<file path="src/rtl/mac_cfg_pkg.sv">
////////////////////////////////////////////////////////////
// array geometry and memory line widths
// the 64-bit lines fix the array at 4x4 with 16-bit results
// changing DIM alone does not rescale the memory layout
////////////////////////////////////////////////////////////

package mac_cfg_pkg;

    // array side, also the largest T, N and M
    localparam int DIM = 4;

    // operand and accumulator widths
    localparam int ELEM_W = 8;
    localparam int ACC_W = 16;

    // memory line width, four operand bytes or four result fields
    localparam int LINE_W = 64;

    // input and weight address width
    localparam int IADDR_W = 3;

    // output address width
    localparam int OADDR_W = 4;

    // one size field of MNT
    localparam int SIZE_W = 4;

endpackage

</file>
<file path="src/rtl/mac_types_pkg.sv">
////////////////////////////////////////////////////////////
// state encodings and the structs passed between stages
// lane and field index 0 sits at the most significant end
////////////////////////////////////////////////////////////

package mac_types_pkg;

    import mac_cfg_pkg::*;

    // job sizes, M in the top field and T in the bottom one
    typedef struct packed {
        logic [SIZE_W-1:0] m;
        logic [SIZE_W-1:0] n;
        logic [SIZE_W-1:0] t;
    } mnt_t;

    typedef enum logic [1:0] {
        ST_IDLE,
        ST_LOAD,
        ST_FEED
    } ctrl_state_e;

    typedef enum logic {
        WR_IDLE,
        WR_WRITE
    } wr_state_e;

    // one reduction step k: column k of I, row k of W
    typedef struct packed {
        logic                       valid;
        logic                       first;
        logic                       last;
        logic [SIZE_W-1:0]          rows;
        logic [0:DIM-1][ELEM_W-1:0] a_vec;
        logic [0:DIM-1][ELEM_W-1:0] b_vec;
    } operand_wave_t;

    // finished job, acc[t][j] is element (t,j) of O
    typedef struct packed {
        logic                                valid;
        logic [SIZE_W-1:0]                   rows;
        logic [0:DIM-1][0:DIM-1][ACC_W-1:0] acc;
    } result_block_t;

endpackage

</file>
<file path="src/rtl/mac_ctrl.sv">
////////////////////////////////////////////////////////////
// loads I and W into row buffers, then feeds N waves
// START counts only in idle, MNT is sampled with it
// sizes outside 1..4 are not supported
////////////////////////////////////////////////////////////

`timescale 1ns/1ps

module mac_ctrl (
    input  logic                              CLK,
    input  logic                              RSTN,
    input  mac_types_pkg::mnt_t               mnt,
    input  logic                              start,
    output logic                              en_i,
    output logic [mac_cfg_pkg::IADDR_W-1:0]   addr_i,
    input  logic [mac_cfg_pkg::LINE_W-1:0]    rdata_i,
    output logic                              en_w,
    output logic [mac_cfg_pkg::IADDR_W-1:0]   addr_w,
    input  logic [mac_cfg_pkg::LINE_W-1:0]    rdata_w,
    output mac_types_pkg::operand_wave_t      wave
);

    import mac_cfg_pkg::*;
    import mac_types_pkg::*;

    ctrl_state_e                         state;
    mnt_t                                mnt_q;
    logic [IADDR_W-1:0]                  cnt;
    logic [SIZE_W-1:0]                   load_len;
    logic                                feed_last;
    logic                                rd_i_q;
    logic                                rd_w_q;
    logic [IADDR_W-1:0]                  rd_addr_q;
    logic [0:DIM-1][0:DIM-1][ELEM_W-1:0] a_buf;
    logic [0:DIM-1][0:DIM-1][ELEM_W-1:0] b_buf;
    logic [0:DIM-1][ELEM_W-1:0]          w_row;

    // one extra load cycle lets the last read data land
    assign load_len = (mnt_q.t > mnt_q.n) ? mnt_q.t : mnt_q.n;
    assign feed_last = (cnt == mnt_q.n - 1'b1);

    assign en_i = (state == ST_LOAD) && (cnt < mnt_q.t);
    assign en_w = (state == ST_LOAD) && (cnt < mnt_q.n);
    assign addr_i = cnt;
    assign addr_w = cnt;

    ////////////////////////////////////////////////////////////
    // state machine
    ////////////////////////////////////////////////////////////

    always_ff @(posedge CLK or negedge RSTN) begin
        if (!RSTN) begin
            state <= ST_IDLE;
            mnt_q <= '0;
            cnt <= '0;
            rd_i_q <= 1'b0;
            rd_w_q <= 1'b0;
            rd_addr_q <= '0;
        end else begin
            rd_i_q <= en_i;
            rd_w_q <= en_w;
            rd_addr_q <= cnt;
            case (state)
                ST_IDLE: begin
                    if (start) begin
                        mnt_q <= mnt;
                        cnt <= '0;
                        state <= ST_LOAD;
                    end
                end
                ST_LOAD: begin
                    if (cnt == load_len) begin
                        cnt <= '0;
                        state <= ST_FEED;
                    end else begin
                        cnt <= cnt + 1'b1;
                    end
                end
                ST_FEED: begin
                    if (feed_last) begin
                        cnt <= '0;
                        state <= ST_IDLE;
                    end else begin
                        cnt <= cnt + 1'b1;
                    end
                end
                default: state <= ST_IDLE;
            endcase
        end
    end

    ////////////////////////////////////////////////////////////
    // row buffers
    ////////////////////////////////////////////////////////////

    // weight columns j >= M become zero
    always_comb begin
        w_row = rdata_w[LINE_W-1 -: DIM*ELEM_W];
        for (int j = 0; j < DIM; j++) begin
            if (j >= mnt_q.m) begin
                w_row[j] = '0;
            end
        end
    end

    // unused rows stay zero from the clear at start
    always_ff @(posedge CLK) begin
        if (state == ST_IDLE && start) begin
            a_buf <= '0;
            b_buf <= '0;
        end else begin
            if (rd_i_q) begin
                a_buf[rd_addr_q] <= rdata_i[LINE_W-1 -: DIM*ELEM_W];
            end
            if (rd_w_q) begin
                b_buf[rd_addr_q] <= w_row;
            end
        end
    end

    // wave k carries column k of I and row k of W
    always_comb begin
        wave = '0;
        if (state == ST_FEED) begin
            wave.valid = 1'b1;
            wave.first = (cnt == '0);
            wave.last = feed_last;
            wave.rows = mnt_q.t;
            wave.b_vec = b_buf[cnt];
            for (int t = 0; t < DIM; t++) begin
                wave.a_vec[t] = a_buf[t][cnt];
            end
        end
    end

    a_size_ok: assert property (@(posedge CLK) disable iff (!RSTN)
        (start && state == ST_IDLE) |->
            (mnt.m inside {[1:DIM]}) && (mnt.n inside {[1:DIM]}) && (mnt.t inside {[1:DIM]}));

    // read data lands while the controller is still loading
    a_rd_in_load: assert property (@(posedge CLK) disable iff (!RSTN)
        (rd_i_q || rd_w_q) |-> (state == ST_LOAD));

endmodule

</file>
<file path="src/rtl/operand_skew.sv">
////////////////////////////////////////////////////////////
// staggers a wave into a diagonal wavefront
// lane l is delayed l cycles, control follows lane 0
////////////////////////////////////////////////////////////

`timescale 1ns/1ps

module operand_skew (
    input  logic                         CLK,
    input  logic                         RSTN,
    input  mac_types_pkg::operand_wave_t wave_in,
    output mac_types_pkg::operand_wave_t wave_out
);

    import mac_cfg_pkg::*;

    logic [ELEM_W-1:0] a_lane [DIM];
    logic [ELEM_W-1:0] b_lane [DIM];

    for (genvar l = 0; l < DIM; l++) begin : g_lane
        if (l == 0) begin : g_pass
            assign a_lane[l] = wave_in.a_vec[l];
            assign b_lane[l] = wave_in.b_vec[l];
        end else begin : g_dly
            logic [ELEM_W-1:0] a_sr [l];
            logic [ELEM_W-1:0] b_sr [l];

            always_ff @(posedge CLK or negedge RSTN) begin
                if (!RSTN) begin
                    a_sr <= '{default: '0};
                    b_sr <= '{default: '0};
                end else begin
                    a_sr[0] <= wave_in.a_vec[l];
                    b_sr[0] <= wave_in.b_vec[l];
                    for (int n = 1; n < l; n++) begin
                        a_sr[n] <= a_sr[n-1];
                        b_sr[n] <= b_sr[n-1];
                    end
                end
            end

            assign a_lane[l] = a_sr[l-1];
            assign b_lane[l] = b_sr[l-1];
        end
    end

    always_comb begin
        wave_out = wave_in;
        for (int l = 0; l < DIM; l++) begin
            wave_out.a_vec[l] = a_lane[l];
            wave_out.b_vec[l] = b_lane[l];
        end
    end

endmodule

</file>
<file path="src/rtl/mac_pe.sv">
////////////////////////////////////////////////////////////
// one multiply-accumulate cell
// sum wraps at 16 bits, first reloads it with the product
////////////////////////////////////////////////////////////

`timescale 1ns/1ps

module mac_pe (
    input  logic                             CLK,
    input  logic                             RSTN,
    input  logic [mac_cfg_pkg::ELEM_W-1:0]   a_in,
    input  logic [mac_cfg_pkg::ELEM_W-1:0]   b_in,
    input  logic                             first_in,
    input  logic                             last_in,
    output logic [mac_cfg_pkg::ELEM_W-1:0]   a_out,
    output logic [mac_cfg_pkg::ELEM_W-1:0]   b_out,
    output logic                             first_out,
    output logic                             last_out,
    output logic [mac_cfg_pkg::ACC_W-1:0]    acc
);

    import mac_cfg_pkg::*;

    logic [ACC_W-1:0] prod;

    assign prod = a_in * b_in;

    always_ff @(posedge CLK or negedge RSTN) begin
        if (!RSTN) begin
            first_out <= 1'b0;
            last_out <= 1'b0;
        end else begin
            first_out <= first_in;
            last_out <= last_in;
        end
    end

    // acc holds the full sum while last_out is high
    always_ff @(posedge CLK) begin
        a_out <= a_in;
        b_out <= b_in;
        acc <= first_in ? prod : acc + prod;
    end

endmodule

</file>
<file path="src/rtl/systolic_array.sv">
////////////////////////////////////////////////////////////
// 4x4 output-stationary grid, a flows east, b flows south
// each sum is delayed so that all sixteen line up with the
// last marker leaving the corner cell
////////////////////////////////////////////////////////////

`timescale 1ns/1ps

module systolic_array (
    input  logic                         CLK,
    input  logic                         RSTN,
    input  mac_types_pkg::operand_wave_t wave,
    output mac_types_pkg::result_block_t result
);

    import mac_cfg_pkg::*;

    // edge columns of the buses carry the skewed lanes
    logic [ELEM_W-1:0] a_bus [DIM][DIM+1];
    logic [ELEM_W-1:0] b_bus [DIM+1][DIM];
    logic              first_in_w [DIM][DIM];
    logic              last_in_w [DIM][DIM];
    logic              first_out_w [DIM][DIM];
    logic              last_out_w [DIM][DIM];
    logic [ACC_W-1:0]  acc_w [DIM][DIM];
    logic [ACC_W-1:0]  res_acc [DIM][DIM];
    logic [SIZE_W-1:0] rows_sr [2*DIM-1];

    for (genvar l = 0; l < DIM; l++) begin : g_edge
        assign a_bus[l][0] = wave.a_vec[l];
        assign b_bus[0][l] = wave.b_vec[l];
    end

    for (genvar i = 0; i < DIM; i++) begin : g_row
        for (genvar j = 0; j < DIM; j++) begin : g_col
            localparam int DLY = 2*DIM - 2 - i - j;

            // markers enter at the corner, go down column 0, then east
            if (i == 0 && j == 0) begin : g_src
                assign first_in_w[i][j] = wave.valid & wave.first;
                assign last_in_w[i][j] = wave.valid & wave.last;
            end else if (j == 0) begin : g_down
                assign first_in_w[i][j] = first_out_w[i-1][0];
                assign last_in_w[i][j] = last_out_w[i-1][0];
            end else begin : g_east
                assign first_in_w[i][j] = first_out_w[i][j-1];
                assign last_in_w[i][j] = last_out_w[i][j-1];
            end

            mac_pe u_pe (
                .CLK       (CLK),
                .RSTN      (RSTN),
                .a_in      (a_bus[i][j]),
                .b_in      (b_bus[i][j]),
                .first_in  (first_in_w[i][j]),
                .last_in   (last_in_w[i][j]),
                .a_out     (a_bus[i][j+1]),
                .b_out     (b_bus[i+1][j]),
                .first_out (first_out_w[i][j]),
                .last_out  (last_out_w[i][j]),
                .acc       (acc_w[i][j])
            );

            // deskew, cell (i,j) finishes i+j cycles after the corner
            if (DLY == 0) begin : g_nodly
                assign res_acc[i][j] = acc_w[i][j];
            end else begin : g_dly
                logic [ACC_W-1:0] dly [DLY];

                always_ff @(posedge CLK) begin
                    dly[0] <= acc_w[i][j];
                    for (int n = 1; n < DLY; n++) begin
                        dly[n] <= dly[n-1];
                    end
                end

                assign res_acc[i][j] = dly[DLY-1];
            end
        end
    end

    // rows rides alongside the last marker
    always_ff @(posedge CLK) begin
        rows_sr[0] <= wave.rows;
        for (int n = 1; n < 2*DIM-1; n++) begin
            rows_sr[n] <= rows_sr[n-1];
        end
    end

    always_comb begin
        result.valid = last_out_w[DIM-1][DIM-1];
        result.rows = rows_sr[2*DIM-2];
        for (int i = 0; i < DIM; i++) begin
            for (int j = 0; j < DIM; j++) begin
                result.acc[i][j] = res_acc[i][j];
            end
        end
    end

    // one last wave per job, and jobs are at least four cycles apart
    a_single_result: assert property (@(posedge CLK) disable iff (!RSTN)
        result.valid |=> !result.valid);

endmodule

</file>
<file path="src/rtl/result_writer.sv">
////////////////////////////////////////////////////////////
// writes rows 0..T-1 of a result, one line per cycle
// a new result may arrive on the cycle of the last write
////////////////////////////////////////////////////////////

`timescale 1ns/1ps

module result_writer (
    input  logic                             CLK,
    input  logic                             RSTN,
    input  mac_types_pkg::result_block_t     result,
    output logic                             en_o,
    output logic                             rw_o,
    output logic [mac_cfg_pkg::OADDR_W-1:0]  addr_o,
    output logic [mac_cfg_pkg::LINE_W-1:0]   wdata_o,
    output logic                             done
);

    import mac_cfg_pkg::*;
    import mac_types_pkg::*;

    wr_state_e          state;
    result_block_t      blk;
    logic [OADDR_W-1:0] line;
    logic               last_line;

    assign last_line = (line == blk.rows - 1'b1);

    assign en_o = (state == WR_WRITE);
    assign rw_o = (state == WR_WRITE);
    assign addr_o = line;
    // field j of a row lands at the j-th 16 bits from the top
    assign wdata_o = blk.acc[line];

    always_ff @(posedge CLK) begin
        if (result.valid) begin
            blk <= result;
        end
    end

    always_ff @(posedge CLK or negedge RSTN) begin
        if (!RSTN) begin
            state <= WR_IDLE;
            line <= '0;
            done <= 1'b0;
        end else begin
            done <= 1'b0;
            case (state)
                WR_IDLE: begin
                    if (result.valid) begin
                        line <= '0;
                        state <= WR_WRITE;
                    end
                end
                WR_WRITE: begin
                    if (last_line) begin
                        done <= 1'b1;
                        line <= '0;
                        if (!result.valid) begin
                            state <= WR_IDLE;
                        end
                    end else begin
                        line <= line + 1'b1;
                    end
                end
                default: state <= WR_IDLE;
            endcase
        end
    end

    a_no_overrun: assert property (@(posedge CLK) disable iff (!RSTN)
        result.valid |-> (state == WR_IDLE) || last_line);

    // a block without rows would walk the whole output address range
    a_rows_in_range: assert property (@(posedge CLK) disable iff (!RSTN)
        result.valid |-> (result.rows inside {[1:DIM]}));

endmodule

</file>
<file path="src/rtl/macarray.sv">
////////////////////////////////////////////////////////////
// 8-bit matrix multiplier O = I x W, sizes 1..4
// START pulse in, DONE pulse after the last output write
// memories answer one cycle after EN, never stall
////////////////////////////////////////////////////////////

`timescale 1ns/1ps

module macarray (
    input  logic                                  CLK,
    input  logic                                  RSTN,
    input  logic [3*mac_cfg_pkg::SIZE_W-1:0]      MNT,
    input  logic                                  START,
    output logic                                  EN_I,
    output logic [mac_cfg_pkg::IADDR_W-1:0]       ADDR_I,
    input  logic [mac_cfg_pkg::LINE_W-1:0]        RDATA_I,
    output logic                                  EN_W,
    output logic [mac_cfg_pkg::IADDR_W-1:0]       ADDR_W,
    input  logic [mac_cfg_pkg::LINE_W-1:0]        RDATA_W,
    output logic                                  EN_O,
    output logic                                  RW_O,
    output logic [mac_cfg_pkg::OADDR_W-1:0]       ADDR_O,
    output logic [mac_cfg_pkg::LINE_W-1:0]        WDATA_O,
    output logic                                  DONE
);

    import mac_types_pkg::*;

    operand_wave_t wave_raw;
    operand_wave_t wave_skew;
    result_block_t result;

    mac_ctrl u_ctrl (
        .CLK     (CLK),
        .RSTN    (RSTN),
        .mnt     (MNT),
        .start   (START),
        .en_i    (EN_I),
        .addr_i  (ADDR_I),
        .rdata_i (RDATA_I),
        .en_w    (EN_W),
        .addr_w  (ADDR_W),
        .rdata_w (RDATA_W),
        .wave    (wave_raw)
    );

    operand_skew u_skew (
        .CLK      (CLK),
        .RSTN     (RSTN),
        .wave_in  (wave_raw),
        .wave_out (wave_skew)
    );

    systolic_array u_array (
        .CLK    (CLK),
        .RSTN   (RSTN),
        .wave   (wave_skew),
        .result (result)
    );

    result_writer u_writer (
        .CLK     (CLK),
        .RSTN    (RSTN),
        .result  (result),
        .en_o    (EN_O),
        .rw_o    (RW_O),
        .addr_o  (ADDR_O),
        .wdata_o (WDATA_O),
        .done    (DONE)
    );

endmodule

</file>
<file path="config.mk">
export PLATFORM = sky130hd
export DESIGN_NAME = macarray
export DESIGN_NICKNAME = d
export VERILOG_FILES = /design/src/rtl/mac_cfg_pkg.sv /design/src/rtl/mac_types_pkg.sv /design/src/rtl/mac_ctrl.sv /design/src/rtl/operand_skew.sv /design/src/rtl/mac_pe.sv /design/src/rtl/systolic_array.sv /design/src/rtl/result_writer.sv /design/src/rtl/macarray.sv
export SDC_FILE = /design/constraint.sdc
export NUM_CORES = 2
export LEC_CHECK = 0
export BUFFER_PORTS_ARGS = -buffer_cell sky130_fd_sc_hd__buf_4
export CAP_MARGIN = 20
export CORE_MARGIN = 8
export CORE_UTILIZATION = 60
export CTS_CLUSTER_SIZE = 24
export DETAILED_ROUTE_END_ITERATION = 8
export PLACE_DENSITY_LB_ADDON = 0.05
export REMOVE_ABC_BUFFERS = 1
export SETUP_SLACK_MARGIN = 0.1
export SYNTH_ARGS = -nofsm -noshare
export SYNTH_HDL_FRONTEND = slang
export SYNTH_SLANG_ARGS = --single-unit
export TNS_END_PERCENT = 5
</file>
<file path="constraint.sdc">
create_clock -name CLK -period 7.8 [get_ports CLK]
set_clock_uncertainty 0.1 [all_clocks]
set_input_delay 0.39 -clock CLK [delete_from_list [all_inputs] [get_ports CLK]]
set_output_delay 0.39 -clock CLK [all_outputs]
set_load 0.05 [all_outputs]
</file>
==> flow_summary.html <==
<table>
<tr><th>Metric</th><th>Value</th></tr>
<tr><th colspan="2">Outcome</th></tr>
<tr><td>Status</td><td>completed</td></tr>
<tr><th colspan="2">GRT</th></tr>
<tr><td>Overall fraction of global-route tracks in use</td><td>24.4%</td></tr>
<tr><td>Pin count of the biggest net entering global routing</td><td>135</td></tr>
<tr><td>Remaining global-route overflow</td><td>0</td></tr>
<tr><td>Wire length of the first global-routing pass</td><td>333000 um</td></tr>
<tr><td>Via count of the first global-routing pass</td><td>63518</td></tr>
<tr><td>Initial antenna violation count</td><td>20</td></tr>
<tr><th colspan="2">CTS</th></tr>
<tr><td>Worst-case clock buffer depth</td><td>3</td></tr>
<tr><td>Clock input transition at the sequential cells of the worst setup and hold paths</td><td>0.06 ns</td></tr>
<tr><td>Clock insertion delay at the later pin of the skew report</td><td>0.83 ns</td></tr>
<tr><td>Number of buffers created by CTS</td><td>187</td></tr>
<tr><td>TritonCTS clock tree</td><td>done</td></tr>
<tr><td>Buffer cell driving the clock tree root</td><td>sky130_fd_sc_hd__clkbuf_16</td></tr>
<tr><td>Number of levels the H-tree was split into</td><td>4</td></tr>
<tr><td>Sinks on the clock net</td><td>1897</td></tr>
<tr><th colspan="2">Cells and area</th></tr>
<tr><td>Fraction of layout instances using a drive strength above 1</td><td>8.56%</td></tr>
<tr><td># nets final</td><td>10603</td></tr>
<tr><td>Area growth from synthesis to layout</td><td>11.5%</td></tr>
<tr><td>Final standard cell count with taps included and fillers excluded</td><td>11260</td></tr>
<tr><td>Post-Route Utilization</td><td>67.3%</td></tr>
<tr><td>Filler Cell Count</td><td>11978</td></tr>
<tr><th colspan="2">Yosys</th></tr>
<tr><td>Primary FF master, synth</td><td>sky130_fd_sc_hd__dfxtp_1</td></tr>
<tr><td>Netlist area before placement</td><td>94100 um^2</td></tr>
<tr><td>Mapped Avg Cell Area</td><td>10.7 um^2</td></tr>
<tr><td>EDFF count, synth</td><td>260</td></tr>
<tr><td>Synth warn</td><td>0</td></tr>
<tr><td>Biggest area contributors in the synthesized netlist</td><td>sky130_fd_sc_hd__dfxtp_1 32%, sky130_fd_sc_hd__fa_1 13%, sky130_fd_sc_hd__ha_1 11%</td></tr>
<tr><td>Ys async rst share</td><td>7.22%</td></tr>
<tr><td>Top cell type's share of synthesized area</td><td>31.9%</td></tr>
<tr><td>Post-synthesis cell type with the largest combined area</td><td>sky130_fd_sc_hd__dfxtp_1</td></tr>
<tr><td>Post-Synthesis Cells</td><td>8780</td></tr>
<tr><td>Register bit count reported by yosys</td><td>1897</td></tr>
<tr><td>Seq/Total Area, Yosys</td><td>43.8%</td></tr>
<tr><td>Synth unique cells</td><td>78</td></tr>
<tr><th colspan="2">Timing</th></tr>
<tr><td>Worst max-slew margin expressed relative to the limit</td><td>19.9%</td></tr>
<tr><td>Unrepaired setup endpoints after global routing</td><td>no</td></tr>
<tr><td>Final setup violation count</td><td>0</td></tr>
<tr><td>Hold violation count in the final report</td><td>0</td></tr>
<tr><td>Crit share post-route</td><td>86.8%</td></tr>
<tr><td>Measured slew at the worst slew-check pin</td><td>1.20 ns</td></tr>
<tr><td>Maximum achievable frequency</td><td>148 MHz</td></tr>
<tr><td>Pins over their slew limit</td><td>0</td></tr>
<tr><td>Minimum period implied by the final worst setup slack</td><td>6.77 ns</td></tr>
<tr><th colspan="2">Critical path</th></tr>
<tr><td>Max Fanout on Critical Path</td><td>27</td></tr>
<tr><td>Startpoint types</td><td>flip-flop</td></tr>
<tr><td>Worst path top cell family by delay</td><td>adder cells</td></tr>
<tr><td>Cell Chain, Critical Path</td><td>mux2_2 -&gt; o21ai_1 -&gt; nor2_1 -&gt; and2_1 -&gt; fa_1 -&gt; fa_1 -&gt; fa_1 -&gt; inv_1 -&gt; fa_1 -&gt; inv_1 -&gt; ha_1 -&gt; nand2_1 -&gt; o21ai_0 -&gt; a21oi_1 -&gt; xnor2_1 -&gt; ha_1 -&gt; and3_1 -&gt; nand3_1 -&gt; a41oi_1 -&gt; a21oi_1 -&gt; mux2i_1 -&gt; a211o_1</td></tr>
<tr><td>Buffering stage count on the worst path with inverters included</td><td>2</td></tr>
<tr><td>Most frequent cell on the critical path</td><td>sky130_fd_sc_hd__fa_1</td></tr>
<tr><td>WP data arrival</td><td>7.39 ns</td></tr>
<tr><td>Endpoint class of the critical path</td><td>flip-flop</td></tr>
<tr><td>Req. time, crit path</td><td>8.42 ns</td></tr>
<tr><td>Critical-path top delay cell</td><td>sky130_fd_sc_hd__dfrtp_4</td></tr>
<tr><td>Largest stage delay, worst path</td><td>0.77 ns</td></tr>
<tr><td>Path type of the worst setup path</td><td>reg -&gt; reg</td></tr>
<tr><th colspan="2">Power and ir drop</th></tr>
<tr><td>Peak ir drop on the vdd network</td><td>0.216 mV</td></tr>
<tr><td>Leakage power figure</td><td>48.3 nW</td></tr>
<tr><td>Power per cell area</td><td>184 nW/um^2</td></tr>
<tr><td>Post-route total power</td><td>0.0193 W</td></tr>
<tr><th colspan="2">Placed design</th></tr>
<tr><td>Number of buffers added on ports</td><td>157</td></tr>
<tr><td>GP Congestion</td><td>0.836</td></tr>
<tr><td>Cell count after placement</td><td>10817</td></tr>
<tr><td>Post-DP HPWL</td><td>150000 um</td></tr>
<tr><th colspan="2">Route</th></tr>
<tr><td>DR vias</td><td>62040</td></tr>
<tr><td>Top layer reached by signal wires</td><td>met4</td></tr>
<tr><td>Met3 WL</td><td>11000 um</td></tr>
<tr><td>Detailed route wirelength on metal2</td><td>99300 um</td></tr>
<tr><td>Post-route antenna net violation count</td><td>0</td></tr>
<tr><td>Post-DR wirelength/cell</td><td>18.3 um</td></tr>
<tr><td>Pre-Repair DR Iteration Count</td><td>5</td></tr>
<tr><td>Routed via count divided by cell count</td><td>5.51</td></tr>
<tr><td>Count of routing violations after the opening detailed-route iteration</td><td>4039</td></tr>
<tr><td>Total Wirelength</td><td>206000 um</td></tr>
<tr><td>Final routed DRC violation total</td><td>0</td></tr>
<tr><td>Met1 layer wirelength in the final routing</td><td>88500 um</td></tr>
<tr><th colspan="2">Floorplan</th></tr>
<tr><td>Standard-cell rows</td><td>145</td></tr>
<tr><td>Effective utilization at floorplan</td><td>60.3%</td></tr>
<tr><td>Die Ht</td><td>412 um</td></tr>
<tr><td>I/O pin cnt</td><td>222</td></tr>
<tr><td>Core outline area</td><td>156000 um^2</td></tr>
<tr><td>Area of the die</td><td>170000 um^2</td></tr>
<tr><td>Horiz. Die Dim</td><td>412 um</td></tr>
<tr><th colspan="2">Hold path</th></tr>
<tr><td>Class of the tightest hold or removal check</td><td>reg -&gt; reg</td></tr>
<tr><th colspan="2">Flow run</th></tr>
<tr><td>Count of maximum capacitance violations</td><td>0</td></tr>
</table>
==> Yosys cell counts (23+ instances only) <==
cell and instances:
sky130_fd_sc_hd__a31oi_1 33, sky130_fd_sc_hd__or2_2 25, sky130_fd_sc_hd__o21a_1 38, sky130_fd_sc_hd__nor2_1 261, sky130_fd_sc_hd__dfxtp_1 1500, sky130_fd_sc_hd__dfrtp_1 137, sky130_fd_sc_hd__a211oi_1 37, sky130_fd_sc_hd__edfxtp_1 260
sky130_fd_sc_hd__nand2b_1 33, sky130_fd_sc_hd__o21ai_0 291, sky130_fd_sc_hd__xnor2_1 253, sky130_fd_sc_hd__nand2_1 1273, sky130_fd_sc_hd__fa_1 592, sky130_fd_sc_hd__clkbuf_1 190, sky130_fd_sc_hd__a21o_1 112, sky130_fd_sc_hd__and3_1 42
sky130_fd_sc_hd__or3_1 29, sky130_fd_sc_hd__ha_1 836, sky130_fd_sc_hd__nor2b_1 48, sky130_fd_sc_hd__mux2_2 74, sky130_fd_sc_hd__nand3_1 145, sky130_fd_sc_hd__a21oi_1 534, sky130_fd_sc_hd__o21bai_1 68, sky130_fd_sc_hd__mux4_2 124
sky130_fd_sc_hd__xor2_1 152, sky130_fd_sc_hd__inv_1 837, sky130_fd_sc_hd__and2_1 499, sky130_fd_sc_hd__o31ai_1 23, sky130_fd_sc_hd__nor3_1 96
==> final cells by class <==
class	count	area, um^2	area share, %
antenna	5	12.5	0.0119
clock buffer	251	5310	5.06
clock inverter	103	1270	1.21
inverter	839	3150	3.00
multi-input combinational	5825	48900	46.6
sequential	1897	41300	39.3
tap	2058	2570	2.45
timing repair buffer	282	2420	2.31
==> repair_timing <==
action,4_1_cts,5_1_grt
resized for setup,0,0
hold endpoints to repair,321,0
setup buffers,0,0
hold buffers,80,0
==> where the power goes <==
group	internal, W	switching (W)	total, W
Clock	0.00535	0.00400	0.00935
Combinational	0.0000553	0.0000598	0.000115
Sequential	0.00988	0	0.00988
Total	0.0153	0.00406	0.0193
==> cells by family (layout without fill, tap and decap cells) <==
logic type      after synthesis  count (layout)  share of synthesized area [%]
simple gates               2507            2507                           12.3
xor+xnor                    405             405                           3.77
flops                      1897            1897                           43.8
other cells                   0               5                              0
compound gates             1272            1272                           8.10
fa+ha+maj                  1428            1428                           23.7
buf+inv                    1058            1475                           4.25
mux                         213             213                           4.01
==> state kept, by name, indices dropped and copies added (netlist names), 2 cells and up <==
register	flops
u_skew.g_lane.g_dly.b_sr	32
u_array.g_row.g_col.g_dly.dly	768
u_writer.blk	260
u_ctrl.addr_i	3
u_array.g_row.g_col.u_pe.last_out	7
u_array.g_row.g_col.u_pe.acc	256
u_array.g_row.g_col.u_pe.first_out	6
u_ctrl.a_buf	128
u_ctrl.mnt_q	12
u_writer.addr_o	4
u_ctrl.rd_addr_q	3
u_ctrl.b_buf	128
u_skew.g_lane.g_dly.a_sr	32
u_skew.wave_out	32
u_array.rows_sr	28
u_ctrl.state	2
u_array.g_row.g_col.u_pe.b_out	96
u_array.g_row.g_col.u_pe.a_out	96
==> worst paths after layout <==
path                                                                start                                   endpoint  slack [ns]  depth (start not counted)
worst max-delay path                                     u_ctrl.addr_i[0]     u_array.g_row[0].g_col[0].u_pe.acc[14]        1.03                         22
worst min-delay path            u_array.g_row[0].g_col[2].g_dly.dly[0][4]  u_array.g_row[0].g_col[2].g_dly.dly[1][4]        0.18                          0
worst max register to register                           u_ctrl.addr_i[0]     u_array.g_row[0].g_col[0].u_pe.acc[14]        1.03                         22
worst min register to register  u_array.g_row[0].g_col[2].g_dly.dly[0][4]  u_array.g_row[0].g_col[2].g_dly.dly[1][4]        0.18                          0
max in group asynchronous                                            RSTN   u_array.g_row[3].g_col[0].u_pe.first_out        5.82                          4
min in group asynchronous                                            RSTN             u_skew.g_lane[1].g_dly.b_sr[3]        0.50                          3
==> stage by stage <==
stage,cell area (um^2),setup WS (ns),hold WS (ns),setup TNS (ns)
floorplan,93300,-1.07,-0.00559,-5.46
global placement,97400,0.980,0.210,0
detailed placement,97400,0.989,0.212,0
CTS,105000,0.944,0.140,0
global route,105000,0.692,0.194,0
finish,105000,1.03,0.184,0
==> layer usage <==
metal,up-vias,track usage (%)
li1,29739,-
met1,30437,32.0
met2,1514,41.6
met3,350,3.72
met4,0,8.23
met5,-,0
==> cells in the final DEF (no fill, tap or decap), types with 29 or more instances in the layout <==
master / Yosys / routed
sky130_fd_sc_hd__a21o_1: 112 / 112
sky130_fd_sc_hd__o21a_1: 38 / 38
sky130_fd_sc_hd__a21oi_1: 534 / 534
sky130_fd_sc_hd__xnor2_1: 253 / 253
sky130_fd_sc_hd__edfxtp_1: 260 / 260
sky130_fd_sc_hd__nand3_1: 145 / 144
sky130_fd_sc_hd__mux4_2: 124 / 124
sky130_fd_sc_hd__clkinv_2: 0 / 29
sky130_fd_sc_hd__nand2b_1: 33 / 33
sky130_fd_sc_hd__ha_1: 836 / 835
sky130_fd_sc_hd__clkbuf_1: 190 / 31
sky130_fd_sc_hd__nor3_1: 96 / 94
sky130_fd_sc_hd__and2_1: 499 / 498
sky130_fd_sc_hd__fa_1: 592 / 592
sky130_fd_sc_hd__clkbuf_16: 0 / 192
sky130_fd_sc_hd__xor2_1: 152 / 152
sky130_fd_sc_hd__dfrtp_1: 137 / 127
sky130_fd_sc_hd__a211oi_1: 37 / 37
sky130_fd_sc_hd__o21ai_0: 291 / 291
sky130_fd_sc_hd__inv_1: 837 / 837
sky130_fd_sc_hd__dfxtp_1: 1500 / 1500
sky130_fd_sc_hd__a31oi_1: 33 / 33
sky130_fd_sc_hd__dlygate4sd3_1: 0 / 79
sky130_fd_sc_hd__and3_1: 42 / 42
sky130_fd_sc_hd__mux2_2: 74 / 74
sky130_fd_sc_hd__buf_4: 5 / 196
sky130_fd_sc_hd__nand2_1: 1273 / 1270
sky130_fd_sc_hd__nor2b_1: 48 / 48
sky130_fd_sc_hd__or3_1: 29 / 29
sky130_fd_sc_hd__o21bai_1: 68 / 68
sky130_fd_sc_hd__nor2_1: 261 / 255
Note: power is estimated with default switching activity, not from simulation.
